## src/verilog/system_settings.svh

```systemverilog
// --------------------------------------------------------------------------
// System settings
// Address map, slave register offsets and memory sizes for the system bus
// --------------------------------------------------------------------------

`ifndef SYSTEM_SETTINGS_SVH
`define SYSTEM_SETTINGS_SVH

// Region decode on address bits 31..24
`define BUS_REGION_BOOT_MEM 8'h00
`define BUS_REGION_TIMER    8'h13
`define BUS_REGION_IC       8'h14

// Boot memory depth in 32-bit words
`define BOOT_MEM_WORDS 256

`define NUM_TIMERS 3

// Timer registers, one block per timer at a 0x100 stride
`define TIMER_LOAD  8'h00
`define TIMER_VALUE 8'h04
`define TIMER_CTRL  8'h08
`define TIMER_CLEAR 8'h0C

// Interrupt controller registers
`define IC_STATUS       8'h00
`define IC_RAW_STATUS   8'h04
`define IC_ENABLE_SET   8'h08
`define IC_ENABLE_CLEAR 8'h0C
`define IC_SOFT_SET     8'h10
`define IC_SOFT_CLEAR   8'h14

`endif
```

## src/verilog/system_pkg.sv

```systemverilog
// --------------------------------------------------------------------------
// System package
// Bus, counter and interrupt types shared by the system bus blocks
// --------------------------------------------------------------------------

`include "system_settings.svh"

package system_pkg;

    typedef logic [31:0] wb_addr_t;
    typedef logic [31:0] wb_data_t;
    typedef logic [3:0]  wb_sel_t;

    typedef logic [15:0] timer_count_t;

    // Timers in the low bits, software interrupt on top
    typedef logic [`NUM_TIMERS:0] irq_vec_t;

    // One-hot slave strobes
    typedef logic [2:0] slave_sel_t;

    // Bit positions within slave_sel_t
    localparam int SLV_MEM = 0;
    localparam int SLV_TMR = 1;
    localparam int SLV_IC  = 2;

    typedef enum logic [1:0] {
        BUS_IDLE,
        BUS_ACCESS,
        BUS_RESPOND
    } bus_state_t;

endpackage

```

## src/verilog/interrupt_controller.sv

```systemverilog
// --------------------------------------------------------------------------
// Interrupt controller
// Combines the timer flags and a software bit into raw status, masks it
// with an enable register and drives a registered interrupt request
// --------------------------------------------------------------------------

`include "system_settings.svh"

module interrupt_controller
    import system_pkg::*;
(
    input  logic                   i_clk,
    input  logic                   i_rst_n,
    input  logic                   i_stb,
    input  logic                   i_we,
    input  wb_addr_t               i_adr,
    input  wb_data_t               i_wdat,
    input  logic [`NUM_TIMERS-1:0] i_timer_int,
    output logic                   o_ack,
    output wb_data_t               o_rdat,
    output logic                   o_irq
);

    irq_vec_t raw;
    irq_vec_t status;
    irq_vec_t enable_q;
    irq_vec_t wr_bits;
    logic     soft_q;
    logic     wr;

    assign raw     = {soft_q, i_timer_int};
    assign status  = raw & enable_q;
    assign wr_bits = i_wdat[$bits(irq_vec_t)-1:0];
    assign wr      = i_stb && i_we;

    // ----------------------------------------------------------------------
    // Enable and software registers
    // ----------------------------------------------------------------------
    // Set/clear registers act on the 1 bits of the write data,
    // the software interrupt uses data bit 0
    always_ff @(posedge i_clk) begin
        if (!i_rst_n) begin
            enable_q <= '0;
            soft_q   <= 1'b0;
            o_irq    <= 1'b0;
            o_ack    <= 1'b0;
        end else begin
            if (wr) begin
                case (i_adr[7:0])
                    `IC_ENABLE_SET:   enable_q <= enable_q | wr_bits;
                    `IC_ENABLE_CLEAR: enable_q <= enable_q & ~wr_bits;
                    `IC_SOFT_SET:     soft_q   <= soft_q | i_wdat[0];
                    `IC_SOFT_CLEAR:   soft_q   <= soft_q & ~i_wdat[0];
                    default: ;
                endcase
            end
            o_irq <= |status;
            o_ack <= i_stb;
        end
    end

    // ----------------------------------------------------------------------
    // Read data
    // ----------------------------------------------------------------------
    always_ff @(posedge i_clk) begin
        if (i_stb) begin
            case (i_adr[7:0])
                `IC_STATUS:       o_rdat <= wb_data_t'(status);
                `IC_RAW_STATUS:   o_rdat <= wb_data_t'(raw);
                `IC_ENABLE_SET,
                `IC_ENABLE_CLEAR: o_rdat <= wb_data_t'(enable_q);
                `IC_SOFT_SET,
                `IC_SOFT_CLEAR:   o_rdat <= wb_data_t'(soft_q);
                default:          o_rdat <= '0;
            endcase
        end
    end

endmodule

```

## config.mk

```make
export PLATFORM = sky130hd
export DESIGN_NAME = interrupt_controller
export DESIGN_NICKNAME = d
export VERILOG_FILES = /design/src/verilog/system_pkg.sv /design/src/verilog/interrupt_controller.sv
export VERILOG_INCLUDE_DIRS = /design/src /design/src/verilog
export SDC_FILE = /design/constraint.sdc
export NUM_CORES = 1
export LEC_CHECK = 0
export BUFFER_PORTS_ARGS = -buffer_cell sky130_fd_sc_hd__buf_2
export CAP_MARGIN = 5
export CORE_ASPECT_RATIO = 0.6
export CORE_MARGIN = 2
export CORE_UTILIZATION = 30
export DETAILED_ROUTE_END_ITERATION = 8
export PLACE_DENSITY = 0.77
export SETUP_SLACK_MARGIN = 0.3
export SYNTH_ARGS = -nofsm -noshare
export SYNTH_HDL_FRONTEND = slang
export SYNTH_SLANG_ARGS = --single-unit
```

## constraint.sdc

```tcl
create_clock -name i_clk -period 1.1 [get_ports i_clk]
set_input_delay 0.22 -clock i_clk [delete_from_list [all_inputs] [get_ports i_clk]]
set_output_delay 0.22 -clock i_clk [all_outputs]
set_load 0.01 [all_outputs]
```

==> results.json <==
{
  "status": "finished, final reports clean",
  "pwr-share-clk_pct": 39.8,
  "worstPathRequired_ps": 880,
  "fin_nets": 181,
  "multi_input_area_um2": 450,
  "cpLargestDelayFamily": "flip-flops",
  "timing.rr.end": "o_rdat[0]",
  "clkTransAtPathRegs_ps": 50,
  "vias_per_cell": 4.45,
  "hold_path_depth": 3,
  "grt_pass1_vias": 565,
  "fin_tns_setup_ps": 0,
  "p_sw_uw": 253,
  "crit_type": "reg -> out",
  "synth_flop_cell": "dfxtp_1",
  "finClkSkew_ps": 6.61,
  "cts_sinks": 11,
  "clk_latency_ps": 230,
  "clock_path_buffers": 2,
  "async_flop_share_pct": 0,
  "postLayoutCoreUtil_pct": 38.7,
  "p_seq_share_pct": 43.7,
  "gp_congestion": 0.766,
  "cts_made_buffers": 3,
  "overflow": 0,
  "cp-end-kind": "primary output",
  "grt_max_degree": 13,
  "cts_hold_buf": 0,
  "regArea_um2": 263,
  "portBuffers": 24,
  "pre_cts_ws_ps": -48.6,
  "combPwrFrac_pct": 16.5,
  "drt_iter0_markers": 61,
  "hold_viol": 0,
  "finalCriticalPeriod_ps": 951,
  "finalSetupViolCount": 0,
  "antenna_found_initial": 0,
  "yosys-top-cells-count": "28 x buf_4, 7 x dfxtp_1, 6 x nand2_1, 5 x mux2i_1",
  "path_cells": "buf_2",
  "ys_seq_area_share_pct": 34.2,
  "cts_tree": "yes",
  "wl_per_cell_um": 11.3,
  "yosysMostFrequentCell": "buf_4",
  "fillers": 251,
  "rsz0062_at_grt": "true",
  "hp-class": "in -> reg",
  "diodes": 0,
  "hpwl_um": 1100,
  "worstPathMaxFanout": 1,
  "vias": 628,
  "synthToLayoutAreaGrowth_pct": 24.7,
  "power_uw": 994,
  "r2r_setup_slack_ps": 260,
  "maxSlewViolCount": 0,
  "synth_enable_flop_cells": 4,
  "yosys_warnings": 0,
  "rows": 14,
  "cts-root-buf": "clkbuf_8",
  "internal_power_uw": 741,
  "crit_arrival_ps": 730,
  "grt_pass1_wl_um": 2520,
  "crit_start": "o_rdat[1]",
  "max_stage_delay_ps": 360,
  "track_usage_pct": 11.0,
  "critPathLaunchType": "register",
  "worst_path_max_delay_cell": "edfxtp_1",
  "drive_gt1_share_pct": 38.5,
  "ys_types": 23,
  "r2r_cells": 3,
  "maxCapViolCount": 0,
  "ant_nets": 0,
  "syn_inst": 82,
  "die_area_mm2": 0.00297,
  "routed_wirelength_um": 1590,
  "htree_levels": 1,
  "swShare_pct": 25.5,
  "ys_seq_elements": 11,
  "synth_top_cell_by_area": "buf_4",
  "ir_drop_mv": 0.309,
  "initial_utilization_pct": 31.0,
  "post-route-period-util_pct": 86.4,
  "p_leak_uw": 0.000435,
  "postSynthAreaPerCell_um2": 9.28,
  "max_freq_mhz": 1050,
  "die_w_um": 69.0,
  "first_pass_iters": 4,
  "yosys-top-cells-area": "buf_4 28%, dfxtp_1 18%, edfxtp_1 16%, mux2i_1 6.6%, and4_1 4.6%",
  "die_h_um": 43.0,
  "coreArea_mm2": 0.00245,
  "place_area_um2": 815,
  "p_per_area_mw_per_mm2": 1050,
  "finalInstanceArea_um2": 948,
  "min-delay-start": "i_wdat[0]",
  "synth_area_um2": 761,
  "critical_path_buf_inv_count": 1,
  "ioPinCount": 105,
  "netlist.area_leader.share_pct": 27.6,
  "drc": 0,
  "fin_ws_ps": 149
}
cells by family (layout without fill, tap and decap cells):
family,Yosys count,after routing,synth area share (%)
muxes,5,5,6.58
DFF,11,11,34.2
AOI/OAI and AO/OA,9,9,7.73
buffers and inverters,29,29,28.3
other,1,28,0.493
and+or+nand+nor,27,27,22.7
layout by cell type (no fill, tap or decap), types with 2 or more instances in the layout:
cell,n
edfxtp_1,4
conb_1,28
o22ai_1,3
clkbuf_8,3
nand3_2,2
mux2i_1,5
buf_6,4
dfxtp_1,5
a22oi_1,2
dfxtp_2,2
nor2_2,4
nand3b_1,2
buf_2,21
nand3_4,2
nand2_1,5
and4_1,4
power groups by stage:
| stage | clock network, µW | logic, µW | registers, µW |
|---|---|---|---|
| after detailed placement | 0 | 139 | 441 |
| after floorplan | 0 | 146 | 448 |
| after global placement | 0 | 135 | 441 |
| after CTS | 406 | 151 | 433 |
| final | 396 | 164 | 434 |
| after global routing | 432 | 179 | 435 |
area by class of cell:
class | instances | share of cell area (%)
Sequential cell | 11 | 27.7
Clock buffer | 4 | 4.75
Tap cell | 32 | 4.22
Multi-Input combinational cell | 69 | 47.5
Timing Repair Buffer | 25 | 15.8
layer usage:
layer,vias up,GRT usage [%],part of all wire [%]
met4,0,5.10,0.31
met2,42,20.2,52
met1,295,11.0,36
met5,-,0,0
li1,289,-,-
met3,2,4.51,12
worst register-to-register path, stage by stage, from the launching register on:
cell and delay (ps):
dfxtp_2 350, o21ai_1 70, a21o_1 170, a21oi_2 120
stage by stage:
step	std cells	hold WS (ps)
floorplan	109	332
CTS	141	306
finish	141	308
global route	141	316
detailed placement	137	478
global placement	137	473
how the worst max path moves through the flow:
| stage | end | depth (start not counted) |
|---|---|---|
| detailed placement | register | 5 |
| floorplan | register | 3 |
| finish | o_rdat[1] | 1 |
| global placement | register | 5 |
| global route | o_rdat[0] | 1 |
| CTS | o_rdat[0] | 1 |
timing repair:
item / 4_1_cts / 5_1_grt
endpoints found under the setup margin: 15 / 15
resized for setup: 13 / 8
pin swaps: 6 / 3
buffers inserted: 0 / 0
(Power assumes the default switching activity.)
