$ cat config.mk
export PLATFORM = sky130hd
export DESIGN_NAME = timer_module
export DESIGN_NICKNAME = d
export VERILOG_FILES = /design/src/verilog/system_pkg.sv /design/src/verilog/timer_module.sv
export VERILOG_INCLUDE_DIRS = /design/src /design/src/verilog
export SDC_FILE = /design/constraint.sdc
export NUM_CORES = 1
export LEC_CHECK = 0
export BUFFER_PORTS_ARGS = -buffer_cell sky130_fd_sc_hd__buf_2
export CAP_MARGIN = 40
export CORE_MARGIN = 2
export CORE_UTILIZATION = 45
export CTS_BUF_LIST = sky130_fd_sc_hd__clkbuf_16
export DETAILED_ROUTE_END_ITERATION = 10
export PLACE_DENSITY = 0.61
export SKIP_LAST_GASP = 1
export SLEW_MARGIN = 25
export SYNTH_ARGS = -nofsm -noshare
export SYNTH_HDL_FRONTEND = slang
export SYNTH_SLANG_ARGS = --single-unit
export TNS_END_PERCENT = 1
$ cat constraint.sdc
create_clock -name i_clk -period 7.85 [get_ports i_clk]
set_input_delay 0.785 -clock i_clk [delete_from_list [all_inputs] [get_ports i_clk]]
set_output_delay 0.785 -clock i_clk [all_outputs]
set_load 0.01 [all_outputs]
$ cat src/verilog/system_settings.svh
// --------------------------------------------------------------------------
// System settings
// Address map, slave register offsets and memory sizes for the system bus
// --------------------------------------------------------------------------

`ifndef SYSTEM_SETTINGS_SVH
`define SYSTEM_SETTINGS_SVH

// Region decode on address bits 31..24
`define BUS_REGION_BOOT_MEM 8'h00
`define BUS_REGION_TIMER    8'h13
`define BUS_REGION_IC       8'h14

// Boot memory depth in 32-bit words
`define BOOT_MEM_WORDS 256

`define NUM_TIMERS 3

// Timer registers, one block per timer at a 0x100 stride
`define TIMER_LOAD  8'h00
`define TIMER_VALUE 8'h04
`define TIMER_CTRL  8'h08
`define TIMER_CLEAR 8'h0C

// Interrupt controller registers
`define IC_STATUS       8'h00
`define IC_RAW_STATUS   8'h04
`define IC_ENABLE_SET   8'h08
`define IC_ENABLE_CLEAR 8'h0C
`define IC_SOFT_SET     8'h10
`define IC_SOFT_CLEAR   8'h14

`endif
$ cat src/verilog/system_pkg.sv
// --------------------------------------------------------------------------
// System package
// Bus, counter and interrupt types shared by the system bus blocks
// --------------------------------------------------------------------------

`include "system_settings.svh"

package system_pkg;

    typedef logic [31:0] wb_addr_t;
    typedef logic [31:0] wb_data_t;
    typedef logic [3:0]  wb_sel_t;

    typedef logic [15:0] timer_count_t;

    // Timers in the low bits, software interrupt on top
    typedef logic [`NUM_TIMERS:0] irq_vec_t;

    // One-hot slave strobes
    typedef logic [2:0] slave_sel_t;

    // Bit positions within slave_sel_t
    localparam int SLV_MEM = 0;
    localparam int SLV_TMR = 1;
    localparam int SLV_IC  = 2;

    typedef enum logic [1:0] {
        BUS_IDLE,
        BUS_ACCESS,
        BUS_RESPOND
    } bus_state_t;

endpackage

$ cat src/verilog/timer_module.sv
// --------------------------------------------------------------------------
// Timer block
// Reloadable 16-bit down counters, each with a load value, an enable bit
// and a sticky interrupt flag that software clears
// --------------------------------------------------------------------------

`include "system_settings.svh"

module timer_module
    import system_pkg::*;
(
    input  logic                   i_clk,
    input  logic                   i_rst_n,
    input  logic                   i_stb,
    input  logic                   i_we,
    input  wb_addr_t               i_adr,
    input  wb_data_t               i_wdat,
    output logic                   o_ack,
    output wb_data_t               o_rdat,
    output logic [`NUM_TIMERS-1:0] o_timer_int
);

    timer_count_t           load_q  [`NUM_TIMERS];
    timer_count_t           count_q [`NUM_TIMERS];
    logic [`NUM_TIMERS-1:0] enable_q;
    logic [`NUM_TIMERS-1:0] flag_q;

    logic [1:0] tmr_idx;
    logic [7:0] reg_off;
    logic       tmr_hit;
    logic       wr;

    // Bits 9..8 pick the timer, the low byte picks the register
    assign tmr_idx = i_adr[9:8];
    assign reg_off = i_adr[7:0];
    assign tmr_hit = tmr_idx < `NUM_TIMERS;
    assign wr      = i_stb && i_we;

    // ----------------------------------------------------------------------
    // Counters and register writes
    // ----------------------------------------------------------------------
    always_ff @(posedge i_clk) begin
        if (!i_rst_n) begin
            for (int t = 0; t < `NUM_TIMERS; t++) begin
                load_q[t]  <= '0;
                count_q[t] <= '0;
            end
            enable_q <= '0;
            flag_q   <= '0;
        end else begin
            for (int t = 0; t < `NUM_TIMERS; t++) begin
                if (enable_q[t]) begin
                    // Expiry at one, reload and flag
                    if (count_q[t] == timer_count_t'(1)) begin
                        count_q[t] <= load_q[t];
                        flag_q[t]  <= 1'b1;
                    end else begin
                        count_q[t] <= count_q[t] - 1'b1;
                    end
                end

                // Bus write wins over the count in the same cycle
                if (wr && tmr_idx == t[1:0]) begin
                    case (reg_off)
                        `TIMER_LOAD: begin
                            load_q[t]  <= i_wdat[15:0];
                            count_q[t] <= i_wdat[15:0];
                        end
                        `TIMER_VALUE: count_q[t]  <= i_wdat[15:0];
                        `TIMER_CTRL:  enable_q[t] <= i_wdat[0];
                        `TIMER_CLEAR: flag_q[t]   <= 1'b0;
                        default: ;
                    endcase
                end
            end
        end
    end

    // ----------------------------------------------------------------------
    // Bus response
    // ----------------------------------------------------------------------
    always_ff @(posedge i_clk) begin
        if (!i_rst_n) begin
            o_ack <= 1'b0;
        end else begin
            o_ack <= i_stb;
        end
    end

    always_ff @(posedge i_clk) begin
        if (i_stb) begin
            o_rdat <= '0;
            if (tmr_hit) begin
                case (reg_off)
                    `TIMER_LOAD:  o_rdat <= wb_data_t'(load_q[tmr_idx]);
                    `TIMER_VALUE: o_rdat <= wb_data_t'(count_q[tmr_idx]);
                    `TIMER_CTRL:  o_rdat <= wb_data_t'(enable_q[tmr_idx]);
                    // Reading the clear register shows the pending flag
                    `TIMER_CLEAR: o_rdat <= wb_data_t'(flag_q[tmr_idx]);
                    default:      o_rdat <= '0;
                endcase
            end
        end
    end

    assign o_timer_int = flag_q;

endmodule

==> flow_summary.ini <==
[pwr]
leakage_nw = 2.93
irDropWorstVdd_mv = 0.162
comb_power_share = 0.081
switching_share = 0.237
p_per_area_mw_per_mm2 = 198
clock_power_share = 0.458
power.switching_mw = 0.381
seqPwrFrac = 0.460
cellInternalPower_mw = 1.23

[synthesis]
synth_edf_count = 112
synth_area_mm2 = 0.00715
syn_area_per_cell_um2 = 11.1
dominantRegCellSynth = edfxtp_1
ys_seq_area_frac = 0.490
synth.distinct_cells = 60
ys_seq_elements = 119
synth-async-reset-ratio = 0
yosys_warnings = 0
synthCells = 641

[timing]
post-route-min-period_ns = 3.38
fin_crit_sh = 0.431
fin_setup_tns_ns = 0
timing.final.ws_setup_ns = 4.47
holdWs_ns = 0.513
final-hold-violation-count = 0
rsz0062_at_grt = false
max_freq_mhz = 296
max-slew-margin-rel = 0.415
finalClockSkew_ns = 0.00835
slew_violations = 0
tightest_slew_ns = 0.871
finalSetupViolCount = 0

[setup_path]
critPathMaxFanout = 31
critical_path_depth = 6
path_cells = buf_2 -> nand3b_1 -> or2_2 -> or3_2 -> o21ai_1 -> buf_4
critPathArrivalTime_ns = 3.50
reg2reg_depth = 5
endpoint_kind = flip-flop
rrSetupSlack_ns = 4.98
worstSetupStartpointType = input port
crit_buf_inv = 2
cp_slowest_cell = or3_2
slowest_delay_ns = 0.77
critPathTopFamily = simple AND/OR/NAND/NOR gates
cp.required_ns = 7.96
criticalPathCategory = in2reg

[finish]
fillerInstances = 1357
layout_common_cells = 112 x edfxtp_1, 69 x nand2_1, 49 x nand3_1, 49 x buf_2, 32 x and2_1
layout_commonest_cell = edfxtp_1
area_delta_synth_final_pct = 13.9
antennaDiodeCount = 0
nNetsFinal = 759
fin_area_mm2 = 0.00814
drive_above_1_share = 0.239

[run]
max_cap_viol_count = 0

[global_routing]
overflow = 0
grt_pass1_wl_um = 31400
grt_start_max_net_pins = 33
grt_usage = 0.253
antenna_found_initial = 1
grt_pass1_vias = 5363

[routing]
drc_errors = 0
first_pass_iters = 7
ant_nets = 0
wl_per_cell_um = 22.5
wl_um = 20600
vias_per_cell = 6.09
vias = 5564
drt_iter0_drc = 567

[clock_tree]
cts_max_level = 4
clk_pin_slew_worst_paths_ns = 0.05
post_cts_buffers = 0
cts_buffers = 17
worstSkewPairLatency_ns = 0.43
hold_buffers = 0
cts_root_buf = clkbuf_16
cts_tree = built
cts.sinks = 119
clk_path_buf_depth = 2
cts-resized-gates = 0

[hold_path]
holdPathStages = 2
hp-class = reg2reg

[placed_design]
placed_cell_area_mm2 = 0.00757
dp_hpwl_um = 14300
place_ws_ns = 4.00
place_congestion = 0.911
port_buffers = 49

[floorplanning]
die_x_um = 130
die_y_um = 130
core_mm2 = 0.0157
rows = 46
initial_utilization = 0.455
pin_count = 104
die_area_mm2 = 0.0169

[run_status]
status = finished, final reports clean
==> layer usage <==
metal / up-vias / routed length [um] / GRT usage
li1: 2471 / - / -
met1: 2777 / 8950 / 0.358
met2: 278 / 9540 / 0.384
met3: 38 / 1760 / 0.0611
met4: 0 / 359 / 0.0835
met5: - / 0 / 0
==> cell usage after synthesis, types with 15 or more instances <==
cell type / number / area (um^2)
a31oi_1: 27 / 169
and2_1: 32 / 200
buf_4: 18 / 135
clkbuf_1: 21 / 78.8
edfxtp_1: 112 / 3360
inv_1: 24 / 90.1
mux2_2: 29 / 327
mux4_2: 16 / 360
nand2_1: 69 / 259
nand3_1: 49 / 245
nor2_1: 31 / 116
o21ai_0: 15 / 75.1
xnor2_1: 21 / 184
xor2_1: 15 / 131
==> kinds of logic (layout without fill, tap and decap cells) <==
family	Yosys count	after routing	synth area share
mux	50	50	0.103
fa+ha+maj	6	6	0.0105
buf+inv	80	122	0.0574
other cells	1	16	0.000525
xor+xnor	36	36	0.0441
flops	119	119	0.490
compound gates	89	89	0.0979
simple gates	260	260	0.196
==> final cells by class <==
type,count,area [um^2],area share
flip-flops and latches,119,3500,0.430
well taps,216,270,0.0332
repair buffers,66,428,0.0526
clock inverters,15,121,0.0149
inverters,24,90.1,0.0111
clock buffers,17,425,0.0522
multi-input cells,457,3300,0.406
==> worst reg2reg max path: stages, from the launching register on <==
cell and delay (ns):
edfxtp_1 0.47, or4_1 0.65, nor4_4 0.45, or2_1 0.68, o2bb2ai_1 0.24, a211oi_1 0.08
==> path summary, 6_finish.rpt <==
kind,from,end
max,i_stb,load_q[0][10]$_DFFE_PP_
min,o_timer_int[2]$_SDFF_PN0_,o_timer_int[2]$_SDFF_PN0_
max reg2reg,count_q[1][7]$_SDFFCE_PP0P_,count_q[1][10]$_SDFFCE_PP0P_
min reg2reg,o_timer_int[2]$_SDFF_PN0_,o_timer_int[2]$_SDFF_PN0_
==> metrics by stage <==
| step | instances | utilization | power, mW |
|---|---|---|---|
| floorplan | 656 | - | 0.830 |
| global placement | 876 | 0.477 | 0.874 |
| detailed placement | 881 | 0.482 | 0.879 |
| CTS | 913 | 0.516 | 1.61 |
| global route | 914 | 0.518 | 1.65 |
| finish | 914 | 0.518 | 1.61 |
==> registers in the layout, summed over array words and instances, names as in the netlist <==
name,cells
enable_q,3
o_timer_int,3
o_rdat,16
count_q,48
load_q,48
o_ack,1
==> power by group through the flow <==
stage / Clock [mW] / Sequential [mW] / Combinational (mW)
after floorplan: 0 / 0.746 / 0.0837
after global placement: 0 / 0.751 / 0.123
after detailed placement: 0 / 0.752 / 0.127
after CTS: 0.742 / 0.740 / 0.127
after global routing: 0.767 / 0.743 / 0.140
final: 0.737 / 0.741 / 0.131
Power figures use the tool's default switching activity.
