## config.mk

```make
export PLATFORM = sky130hd
export DESIGN_NAME = wb_bus_ctrl
export DESIGN_NICKNAME = d
export VERILOG_FILES = /design/src/verilog/system_pkg.sv /design/src/verilog/wb_bus_ctrl.sv
export VERILOG_INCLUDE_DIRS = /design/src /design/src/verilog
export SDC_FILE = /design/constraint.sdc
export NUM_CORES = 1
export LEC_CHECK = 0
export ABC_CLOCK_PERIOD_IN_PS = 2800
export BUFFER_PORTS_ARGS = -buffer_cell sky130_fd_sc_hd__buf_4
export CORE_MARGIN = 5
export CORE_UTILIZATION = 38
export DETAILED_ROUTE_END_ITERATION = 6
export HOLD_SLACK_MARGIN = 0.02
export PLACE_DENSITY = 0.77
export SLEW_MARGIN = 40
export SYNTH_ARGS = -nofsm -noshare
export SYNTH_HDL_FRONTEND = slang
export SYNTH_SLANG_ARGS = --single-unit
```

## constraint.sdc

```tcl
create_clock -name i_clk -period 2.8 [get_ports i_clk]
set_input_delay 0.7 -clock i_clk [delete_from_list [all_inputs] [get_ports i_clk]]
set_output_delay 0.7 -clock i_clk [all_outputs]
set_load 0.005 [all_outputs]
```

## src/verilog/system_settings.svh

```systemverilog
// --------------------------------------------------------------------------
// System settings
// Address map, slave register offsets and memory sizes for the system bus
// --------------------------------------------------------------------------

`ifndef SYSTEM_SETTINGS_SVH
`define SYSTEM_SETTINGS_SVH

// Region decode on address bits 31..24
`define BUS_REGION_BOOT_MEM 8'h00
`define BUS_REGION_TIMER    8'h13
`define BUS_REGION_IC       8'h14

// Boot memory depth in 32-bit words
`define BOOT_MEM_WORDS 256

`define NUM_TIMERS 3

// Timer registers, one block per timer at a 0x100 stride
`define TIMER_LOAD  8'h00
`define TIMER_VALUE 8'h04
`define TIMER_CTRL  8'h08
`define TIMER_CLEAR 8'h0C

// Interrupt controller registers
`define IC_STATUS       8'h00
`define IC_RAW_STATUS   8'h04
`define IC_ENABLE_SET   8'h08
`define IC_ENABLE_CLEAR 8'h0C
`define IC_SOFT_SET     8'h10
`define IC_SOFT_CLEAR   8'h14

`endif
```

## src/verilog/system_pkg.sv

```systemverilog
// --------------------------------------------------------------------------
// System package
// Bus, counter and interrupt types shared by the system bus blocks
// --------------------------------------------------------------------------

`include "system_settings.svh"

package system_pkg;

    typedef logic [31:0] wb_addr_t;
    typedef logic [31:0] wb_data_t;
    typedef logic [3:0]  wb_sel_t;

    typedef logic [15:0] timer_count_t;

    // Timers in the low bits, software interrupt on top
    typedef logic [`NUM_TIMERS:0] irq_vec_t;

    // One-hot slave strobes
    typedef logic [2:0] slave_sel_t;

    // Bit positions within slave_sel_t
    localparam int SLV_MEM = 0;
    localparam int SLV_TMR = 1;
    localparam int SLV_IC  = 2;

    typedef enum logic [1:0] {
        BUS_IDLE,
        BUS_ACCESS,
        BUS_RESPOND
    } bus_state_t;

endpackage

```

## src/verilog/wb_bus_ctrl.sv

```systemverilog
// --------------------------------------------------------------------------
// Wishbone bus controller
// Accepts one access from the master, decodes the address region and
// strobes one slave. Returns ack with the slave's read data, or err with
// zero data when no slave claims the region.
// --------------------------------------------------------------------------

`include "system_settings.svh"

module wb_bus_ctrl
    import system_pkg::*;
(
    input  logic       i_clk,
    input  logic       i_rst_n,

    // Master side
    input  wb_addr_t   i_wb_adr,
    input  wb_sel_t    i_wb_sel,
    input  logic       i_wb_we,
    input  logic       i_wb_cyc,
    input  logic       i_wb_stb,
    input  wb_data_t   i_wb_dat,
    output wb_data_t   o_wb_dat,
    output logic       o_wb_ack,
    output logic       o_wb_err,

    // Shared slave side
    output wb_addr_t   o_slv_adr,
    output logic       o_slv_we,
    output wb_sel_t    o_slv_sel,
    output wb_data_t   o_slv_wdat,
    output slave_sel_t o_slv_stb,
    input  logic       i_mem_ack,
    input  wb_data_t   i_mem_rdat,
    input  logic       i_tmr_ack,
    input  wb_data_t   i_tmr_rdat,
    input  logic       i_ic_ack,
    input  wb_data_t   i_ic_rdat
);

    bus_state_t state;
    slave_sel_t region_sel;
    slave_sel_t target_q;
    slave_sel_t slv_ack;
    logic       issued_q;
    logic       start;
    logic       ack_seen;
    wb_data_t   rdat_mux;

    assign start = i_wb_cyc && i_wb_stb;

    // ----------------------------------------------------------------------
    // Region decode and response select
    // ----------------------------------------------------------------------
    always_comb begin
        region_sel = '0;
        case (i_wb_adr[31:24])
            `BUS_REGION_BOOT_MEM: region_sel[SLV_MEM] = 1'b1;
            `BUS_REGION_TIMER:    region_sel[SLV_TMR] = 1'b1;
            `BUS_REGION_IC:       region_sel[SLV_IC]  = 1'b1;
            default:              region_sel = '0;
        endcase
    end

    assign slv_ack[SLV_MEM] = i_mem_ack;
    assign slv_ack[SLV_TMR] = i_tmr_ack;
    assign slv_ack[SLV_IC]  = i_ic_ack;

    // Only the targeted slave's ack counts, an unmapped access sees none
    assign ack_seen = |(target_q & slv_ack);

    always_comb begin
        rdat_mux = '0;
        if (target_q[SLV_MEM]) begin
            rdat_mux = i_mem_rdat;
        end
        if (target_q[SLV_TMR]) begin
            rdat_mux = i_tmr_rdat;
        end
        if (target_q[SLV_IC]) begin
            rdat_mux = i_ic_rdat;
        end
    end

    // Strobe lasts the first ACCESS cycle only
    assign o_slv_stb = (state == BUS_ACCESS && issued_q) ? target_q : '0;

    // ----------------------------------------------------------------------
    // Access FSM
    // ----------------------------------------------------------------------
    always_ff @(posedge i_clk) begin
        if (!i_rst_n) begin
            state    <= BUS_IDLE;
            target_q <= '0;
            issued_q <= 1'b0;
            o_wb_ack <= 1'b0;
            o_wb_err <= 1'b0;
        end else begin
            case (state)
                BUS_IDLE: begin
                    if (start) begin
                        target_q <= region_sel;
                        issued_q <= 1'b1;
                        state    <= BUS_ACCESS;
                    end
                end
                BUS_ACCESS: begin
                    if (issued_q) begin
                        issued_q <= 1'b0;
                    end else begin
                        // Slave ack is due now
                        o_wb_ack <= ack_seen;
                        o_wb_err <= !ack_seen;
                        state    <= BUS_RESPOND;
                    end
                end
                BUS_RESPOND: begin
                    o_wb_ack <= 1'b0;
                    o_wb_err <= 1'b0;
                    state    <= BUS_IDLE;
                end
                default: state <= BUS_IDLE;
            endcase
        end
    end

    // Latched access and returned read data
    always_ff @(posedge i_clk) begin
        if (state == BUS_IDLE && start) begin
            o_slv_adr  <= i_wb_adr;
            o_slv_we   <= i_wb_we;
            o_slv_sel  <= i_wb_sel;
            o_slv_wdat <= i_wb_dat;
        end
        if (state == BUS_ACCESS && !issued_q) begin
            o_wb_dat <= ack_seen ? rdat_mux : '0;
        end
    end

endmodule

```

==> qor.csv, run 1 <==
stage;metric;value;unit
status;status;finished clean;
power;clock network power share;0.310;
synthesis;ys async rst share;0;
synthesis;largest family of logic cells by synthesized area;simple AND/OR/NAND/NOR gates;
synthesis;Yosys cell types;27;
critical_path;startpoint types;register;
placement;gp weighted congestion;0.7991;
critical_path;critical-path cell list;buf_4, and3_1, buf_4;
clock_network;Sink Count;109;
power;P per Cell Area;487.4;nW/um^2
drt;routed len/inst;19.14;um
synthesis;ys flop type;edfxtp_1;
synthesis;Yosys reg bits;109;
layout;Total Nets Final;712;
power;internal power;2.521;mW
sta;RSZ-0062 raised after global routing;no;
synthesis;Synth top area share;0.7229;
placement;dpl hpwl;10290;um
clock_network;CTS tree;built;
layout;diodes inserted;0;
synthesis;Synth Area in Compound Gates;0.07933;
clock_network;CTS Buf Count;9;
synthesis;Commonest cells post-synth;edfxtp_1, nor2b_1, a221oi_1;
synthesis;post-synth top area cell;edfxtp_1;
grt;first-pass GRT wire length;18750;um
critical_path;required time worst endpoint;2.10;ns
layout;share of layout cells above drive strength 1;0.5578;
sta;crit path time final;2.182;ns
clock_network;latest clock arrival within the worst-skew pair;0.36;ns
grt;remaining global-route overflow;0;
synthesis;Seq/Total Area, Yosys;0.7611;
sta;Max Slew Vio Count;0;
floorplan;chip height;115.1;um
synthesis;Post-Synth Simple-Gate Area;0.1294;
synthesis;synth warn;0;
power;power share of the sequential group;0.581;
synthesis;top post-synthesis cells by area;edfxtp_1, a221oi_1, nor2b_1;
drt;Detailed Routing Iterations Pass 1;4;
synthesis;Post-synth EDFFs;101;
grt;vias in the first global route;3512;
critical_path;endpoint type of the worst setup path;output port;
critical_path;CP max FO;35;
layout;synthesis-to-finish area growth;58.13;%
sta;TNS Setup;0;ns
flow_run;max cap viols;0;
floorplan;Core ar.;10840;sq um
power;LEAKAGE;2.603;nW
placement;IO Port Bufs;277;
floorplan;Die Width;115.1;um
clock_network;CTS Buffer Depth;2;
critical_path;Worst EP arrival;1.48;ns
grt;initial antenna violation count;0;
sta;Clock Skew;0.01345;ns
drt;Via Count;3394;
critical_path;Buf/Inv on CP;2;
floorplan;die area;13240;sq um
drt;via/cell ratio;4.955;
critical_path;slowest cell on the critical path;dfxtp_1;
clock_network;setup bufs post-CTS;0;
sta;Fin. Hold Viols;0;
critical_path;CP max stage delay;0.39;ns
synthesis;count leader, synth;edfxtp_1;
placement;DP Area;6417;sq um
worst_hold_path;worst min path class;input port to register;
drt;final WL;13110;um
synthesis;Adder-Cell Fraction of Synth Area;0;
sta;slew of the pin with the lowest slew margin;0.7445;ns
clock_network;Reg clk slew, reported paths;0.11;ns
drt;antenna-violating nets left;0;
floorplan;FP Rows;38;
critical_path;crit-path leading delay family;buffers and inverters;
layout;fin area;6634;sq um
floorplan;num ports;278;
synthesis;Synth Area in XOR/XNOR;0;
synthesis;Post-Synthesis Cell Area;4195;sq um
sta;final setup fails;0;
synthesis;mux cell area share after synthesis;0;
clock_network;CTS resizes;0;
drt;Iter 0 DRT Violations;196;
power;Logic pwr share;0.110;
floorplan;Initial Util;0.3870;
power;switch share;0.2202;
grt;Global Route Usage Sum;0.1875;
clock_network;H-Tree Depth;3;
critical_path;kind of critical path;register to output port;
clock_network;hold buffer count at cts;0;
power;net switching power;712.0;uW
sta;final worst-path cycle share;0.7791;
clock_network;CTS root buf;clkbuf_8;
sta;max_slew headroom;0.5026;
synthesis;Syn Inst Count;267;
drt;number of remaining DRC errors;0;
synthesis;Avg Inst Size Synth;15.71;sq um
power;maximum vdd drop;0.2726;mV
grt;largest net degree at the start of global routing;56;
synthesis;Post-Syn Nets;439;
sta;achievable frequency;458.4;MHz
critical_path;most used cell, CP;buf_4;
[through the flow]
| stage | hold slack (ns) | total power [mW] | util | worst slack (ns) | cells |
|---|---|---|---|---|---|
| 2_1_floorplan | 0.4485 | 1.959 | - | 0.05734 | 267 |
| 3_3_place_gp | 0.5026 | 2.258 | 0.5890 | 0.8162 | 668 |
| 3_5_place_dp | 0.5037 | 2.273 | 0.5920 | 0.7708 | 669 |
| 4_1_cts | 0.4734 | 3.270 | 0.6120 | 0.5968 | 685 |
| 5_1_grt | 0.4632 | 3.373 | 0.6120 | 0.5054 | 685 |
| 6_report | 0.5047 | 3.233 | 0.6120 | 0.6184 | 685 |
[power groups by stage]
stage	Combinational [mW]	Sequential [mW]	Clock, mW
after floorplan	0.0380	1.92	0
after global placement	0.346	1.91	0
after detailed placement	0.358	1.92	0
after CTS	0.359	1.88	1.03
after global routing	0.377	1.88	1.11
final	0.355	1.88	1.00
[final cells by class]
cell class                 count  area (sq um)
multi-input combinational    136         890.9
sequential                   109          3194
clock buffer                   9         123.9
tap                          140         175.2
timing repair buffer         282          2150
inverter                       2         7.507
clock inverter                 7         92.59
fill                         828          4207
[cell families after synthesis]
group / count (synthesis)
AOI/OAI and AO/OA: 41
DFF: 109
buffers and inverters: 22
and+or+nand+nor: 95
[sequential cells by signal (all words and copies together) (netlist names)]
name / count
issued_q: 1
o_slv_adr: 32
o_slv_we: 1
o_wb_dat: 32
o_wb_ack: 1
o_wb_err: 1
o_slv_sel: 4
state: 2
target_q: 3
o_slv_wdat: 32
[path summary, 6_finish.rpt]
kind | from | endpoint | slack, ns | cells past startpoint
max | target_q[1]$_SDFFE_PN0P_ | o_slv_stb[1] | 0.62 | 3
min reg2reg | target_q[0]$_SDFFE_PN0P_ | target_q[0]$_SDFFE_PN0P_ | 0.52 | 2
max reg2reg | target_q[1]$_SDFFE_PN0P_ | o_wb_dat[14]$_SDFFCE_PN0P_ | 1.05 | 4
min | i_wb_sel[0] | o_slv_sel[0]$_DFFE_PP_ | 0.50 | 1
[cells in the final DEF (no fill, tap or decap), drive strengths merged]
cell / count
nand2b: 2
nand4: 2
nor4: 1
nor2b: 34
clkinv: 2
dfxtp: 8
and2: 2
nand3: 4
nand2: 3
nor3: 33
a222oi: 1
nor2: 7
a221oi: 32
edfxtp: 101
clkinvlp: 2
inv: 4
bufinv: 1
or3: 1
buf: 282
nand4bb: 1
and4b: 1
and3: 3
o21ai: 1
a21oi: 5
nand3b: 1
clkbuf: 9
a31oi: 2
[per-layer routing]
metal / GRT usage / share of wire / vias up / wire, um
met1: 0.2021 / 0.33 / 1607 / 4371
met4: 0.08607 / 0.023 / 0 / 306
met2: 0.3472 / 0.56 / 167 / 7371
met5: 0 / 0 / - / 0
li1: - / - / 1597 / -
met3: 0.04211 / 0.081 / 23 / 1060
Note: power is estimated with default switching activity, not from simulation.
==> run 2, diff against run 1 <==
Settings changed: ABC_CLOCK_PERIOD_IN_PS 2800 to 2300, CORE_UTILIZATION 38 to 42, PLACE_DENSITY 0.77 to 0.8.
Clock period 2.8 ns to 2.3 ns, I/O delays scaled along.
==> run 2 against run 1 <==
Register-to-register slack worse by 0.46 ns. Setup slack worse by 0.33 ns. Clock-buffer cell count up 2. Routed wire length up 0.88%. Combinational power up 22%. Cell area down 0.36%. Die area down 8.7%. Non-clock buffer count up 3. Global-route usage up 1.7 points. Hold slack worse by 0.12 ns. Sequential share of layout area up 0.15 points. Critical path depth unchanged. Highest routed layer unchanged.
==> qor.csv, run 2 (synthesized netlist as in run 1, its figures left out) <==
stage;metric;value;unit
critical_path;CP max stage delay;0.38;ns
placement;dpl hpwl;10340;um
grt;largest net degree at the start of global routing;51;
sta;max_slew headroom;0.4859;
floorplan;Initial Util;0.4292;
clock_network;CTS Buf Count;9;
placement;DP Area;6421;sq um
floorplan;num ports;278;
sta;final worst-path cycle share;0.8731;
clock_network;setup bufs post-CTS;0;
floorplan;Die Width;109.9;um
floorplan;chip height;109.9;um
clock_network;hold buffer count at cts;0;
drt;met1 WL;4588;um
critical_path;Worst EP arrival;1.43;ns
sta;slew of the pin with the lowest slew margin;0.7696;ns
drt;Detailed Routing Iterations Pass 1;5;
sta;TNS Setup;0;ns
sta;RSZ-0062 raised after global routing;no;
drt;DR WL met3;1153;um
grt;remaining global-route overflow;0;
floorplan;die area;12090;sq um
drt;final WL;13230;um
layout;commonest non-fill, non-tap cell in the layout;buf_4;
grt;initial antenna violation count;0;
placement;dpl ws;0.4799;ns
sta;crit path time final;2.008;ns
grt;first-pass GRT wire length;18300;um
grt;vias in the first global route;3384;
sta;Fin. Hold Viols;0;
status;status;finished clean;
sta;Clock Skew;0.01266;ns
critical_path;kind of critical path;register to output port;
layout;most frequent cells in the layout;buf_4, edfxtp_1, nor2b_1, a221oi_1, nor3_1;
drt;Top Layer Used;met4;
critical_path;crit-path leading delay family;buffers and inverters;
critical_path;slowest cell on the critical path;dfxtp_1;
placement;gp weighted congestion;0.7849;
power;internal power;3.049;mW
critical_path;Buf/Inv on CP;2;
power;net switching power;806.5;uW
layout;Total Nets Final;715;
placement;placed instance count;665;
floorplan;Core ar.;9774;sq um
layout;synthesis-to-finish area growth;57.56;%
drt;number of remaining DRC errors;0;
clock_network;H-Tree Depth;3;
sta;Worst Hold Margin;0.3893;ns
sta;final setup fails;0;
critical_path;required time worst endpoint;1.73;ns
drt;antenna-violating nets left;0;
critical_path;endpoint type of the worst setup path;output port;
drt;Iter 0 DRT Violations;209;
critical_path;CP max FO;35;
floorplan;FP Rows;36;
drt;via/cell ratio;5.079;
critical_path;most used cell, CP;buf_4;
drt;routed len/inst;19.42;um
sta;fin worst setup slack;0.2920;ns
layout;fin area;6610;sq um
layout;share of layout cells above drive strength 1;0.5547;
grt;Global Route Usage Sum;0.2046;
power;maximum vdd drop;0.3025;mV
clock_network;latest clock arrival within the worst-skew pair;0.36;ns
clock_network;Sink Count;109;
power;Total Power;3.855;mW
layout;Finished Layout Cells;681;
critical_path;critical-path cell list;buf_4, and3_1, buf_4;
sta;achievable frequency;498.0;MHz
power;clock network power share;0.295;
clock_network;CTS Buffer Depth;2;
power;Logic pwr share;0.113;
clock_network;CTS tree;built;
power;LEAKAGE;2.608;nW
worst_hold_path;worst min path class;input port to register;
clock_network;CTS resizes;0;
layout;Filler cells;698;
critical_path;startpoint types;register;
placement;IO Port Bufs;277;
layout;diodes inserted;0;
layout;top flop regs;o_slv_adr (32), o_slv_wdat (32), o_wb_dat (32);
layout;Final Util;0.6763;
power;switch share;0.2092;
sta;Max Slew Vio Count;0;
flow_run;max cap viols;0;
power;power share of the sequential group;0.592;
clock_network;Reg clk slew, reported paths;0.10;ns
drt;Via Count;3459;
drt;met2 wire len;7335;um
clock_network;CTS root buf;clkbuf_8;
power;P per Cell Area;583.2;nW/um^2
[run 2: power groups by stage]
| stage | Combinational (mW) | Clock [mW] | Sequential [mW] |
|---|---|---|---|
| detailed placement | 0.436 | 0 | 2.33 |
| global route | 0.462 | 1.26 | 2.29 |
| finish | 0.434 | 1.14 | 2.28 |
| floorplan | 0.0476 | 0 | 2.34 |
| CTS | 0.437 | 1.17 | 2.28 |
| global placement | 0.429 | 0 | 2.33 |
[run 2: path summary, 6_finish.rpt]
check,from,end,slack (ns),cells after the start
max reg2reg,target_q[1]$_SDFFE_PN0P_,o_wb_dat[3]$_SDFFCE_PN0P_,0.59,4
min,i_wb_dat[11],o_slv_wdat[11]$_DFFE_PP_,0.39,1
min reg2reg,target_q[0]$_SDFFE_PN0P_,target_q[0]$_SDFFE_PN0P_,0.50,2
max,target_q[1]$_SDFFE_PN0P_,o_slv_stb[1],0.29,3
[run 2: layout make-up]
| class | count | area, sq um | area share |
|---|---|---|---|
| clock buffers | 11 | 131.4 | 0.01988 |
| clock inverters | 5 | 57.56 | 0.008707 |
| flip-flops and latches | 109 | 3193 | 0.4831 |
| repair buffers | 285 | 2165 | 0.3275 |
| well taps | 133 | 166.4 | 0.02518 |
| multi-input cells | 136 | 885.9 | 0.1340 |
| inverters | 2 | 11.26 | 0.001704 |
[run 2: worst register-to-register path, cell delays in order, from the launching register on]
cell,delay (ns)
dfxtp_1,0.34
buf_4,0.25
a222oi_1,0.50
buf_12,0.26
nor3_1,0.10
[run 2: metal layers]
metal | vias up | GRT usage
li1 | 1602 | -
met1 | 1664 | 0.2421
met2 | 181 | 0.3631
met3 | 12 | 0.05520
met4 | 0 | 0.05966
met5 | - | 0
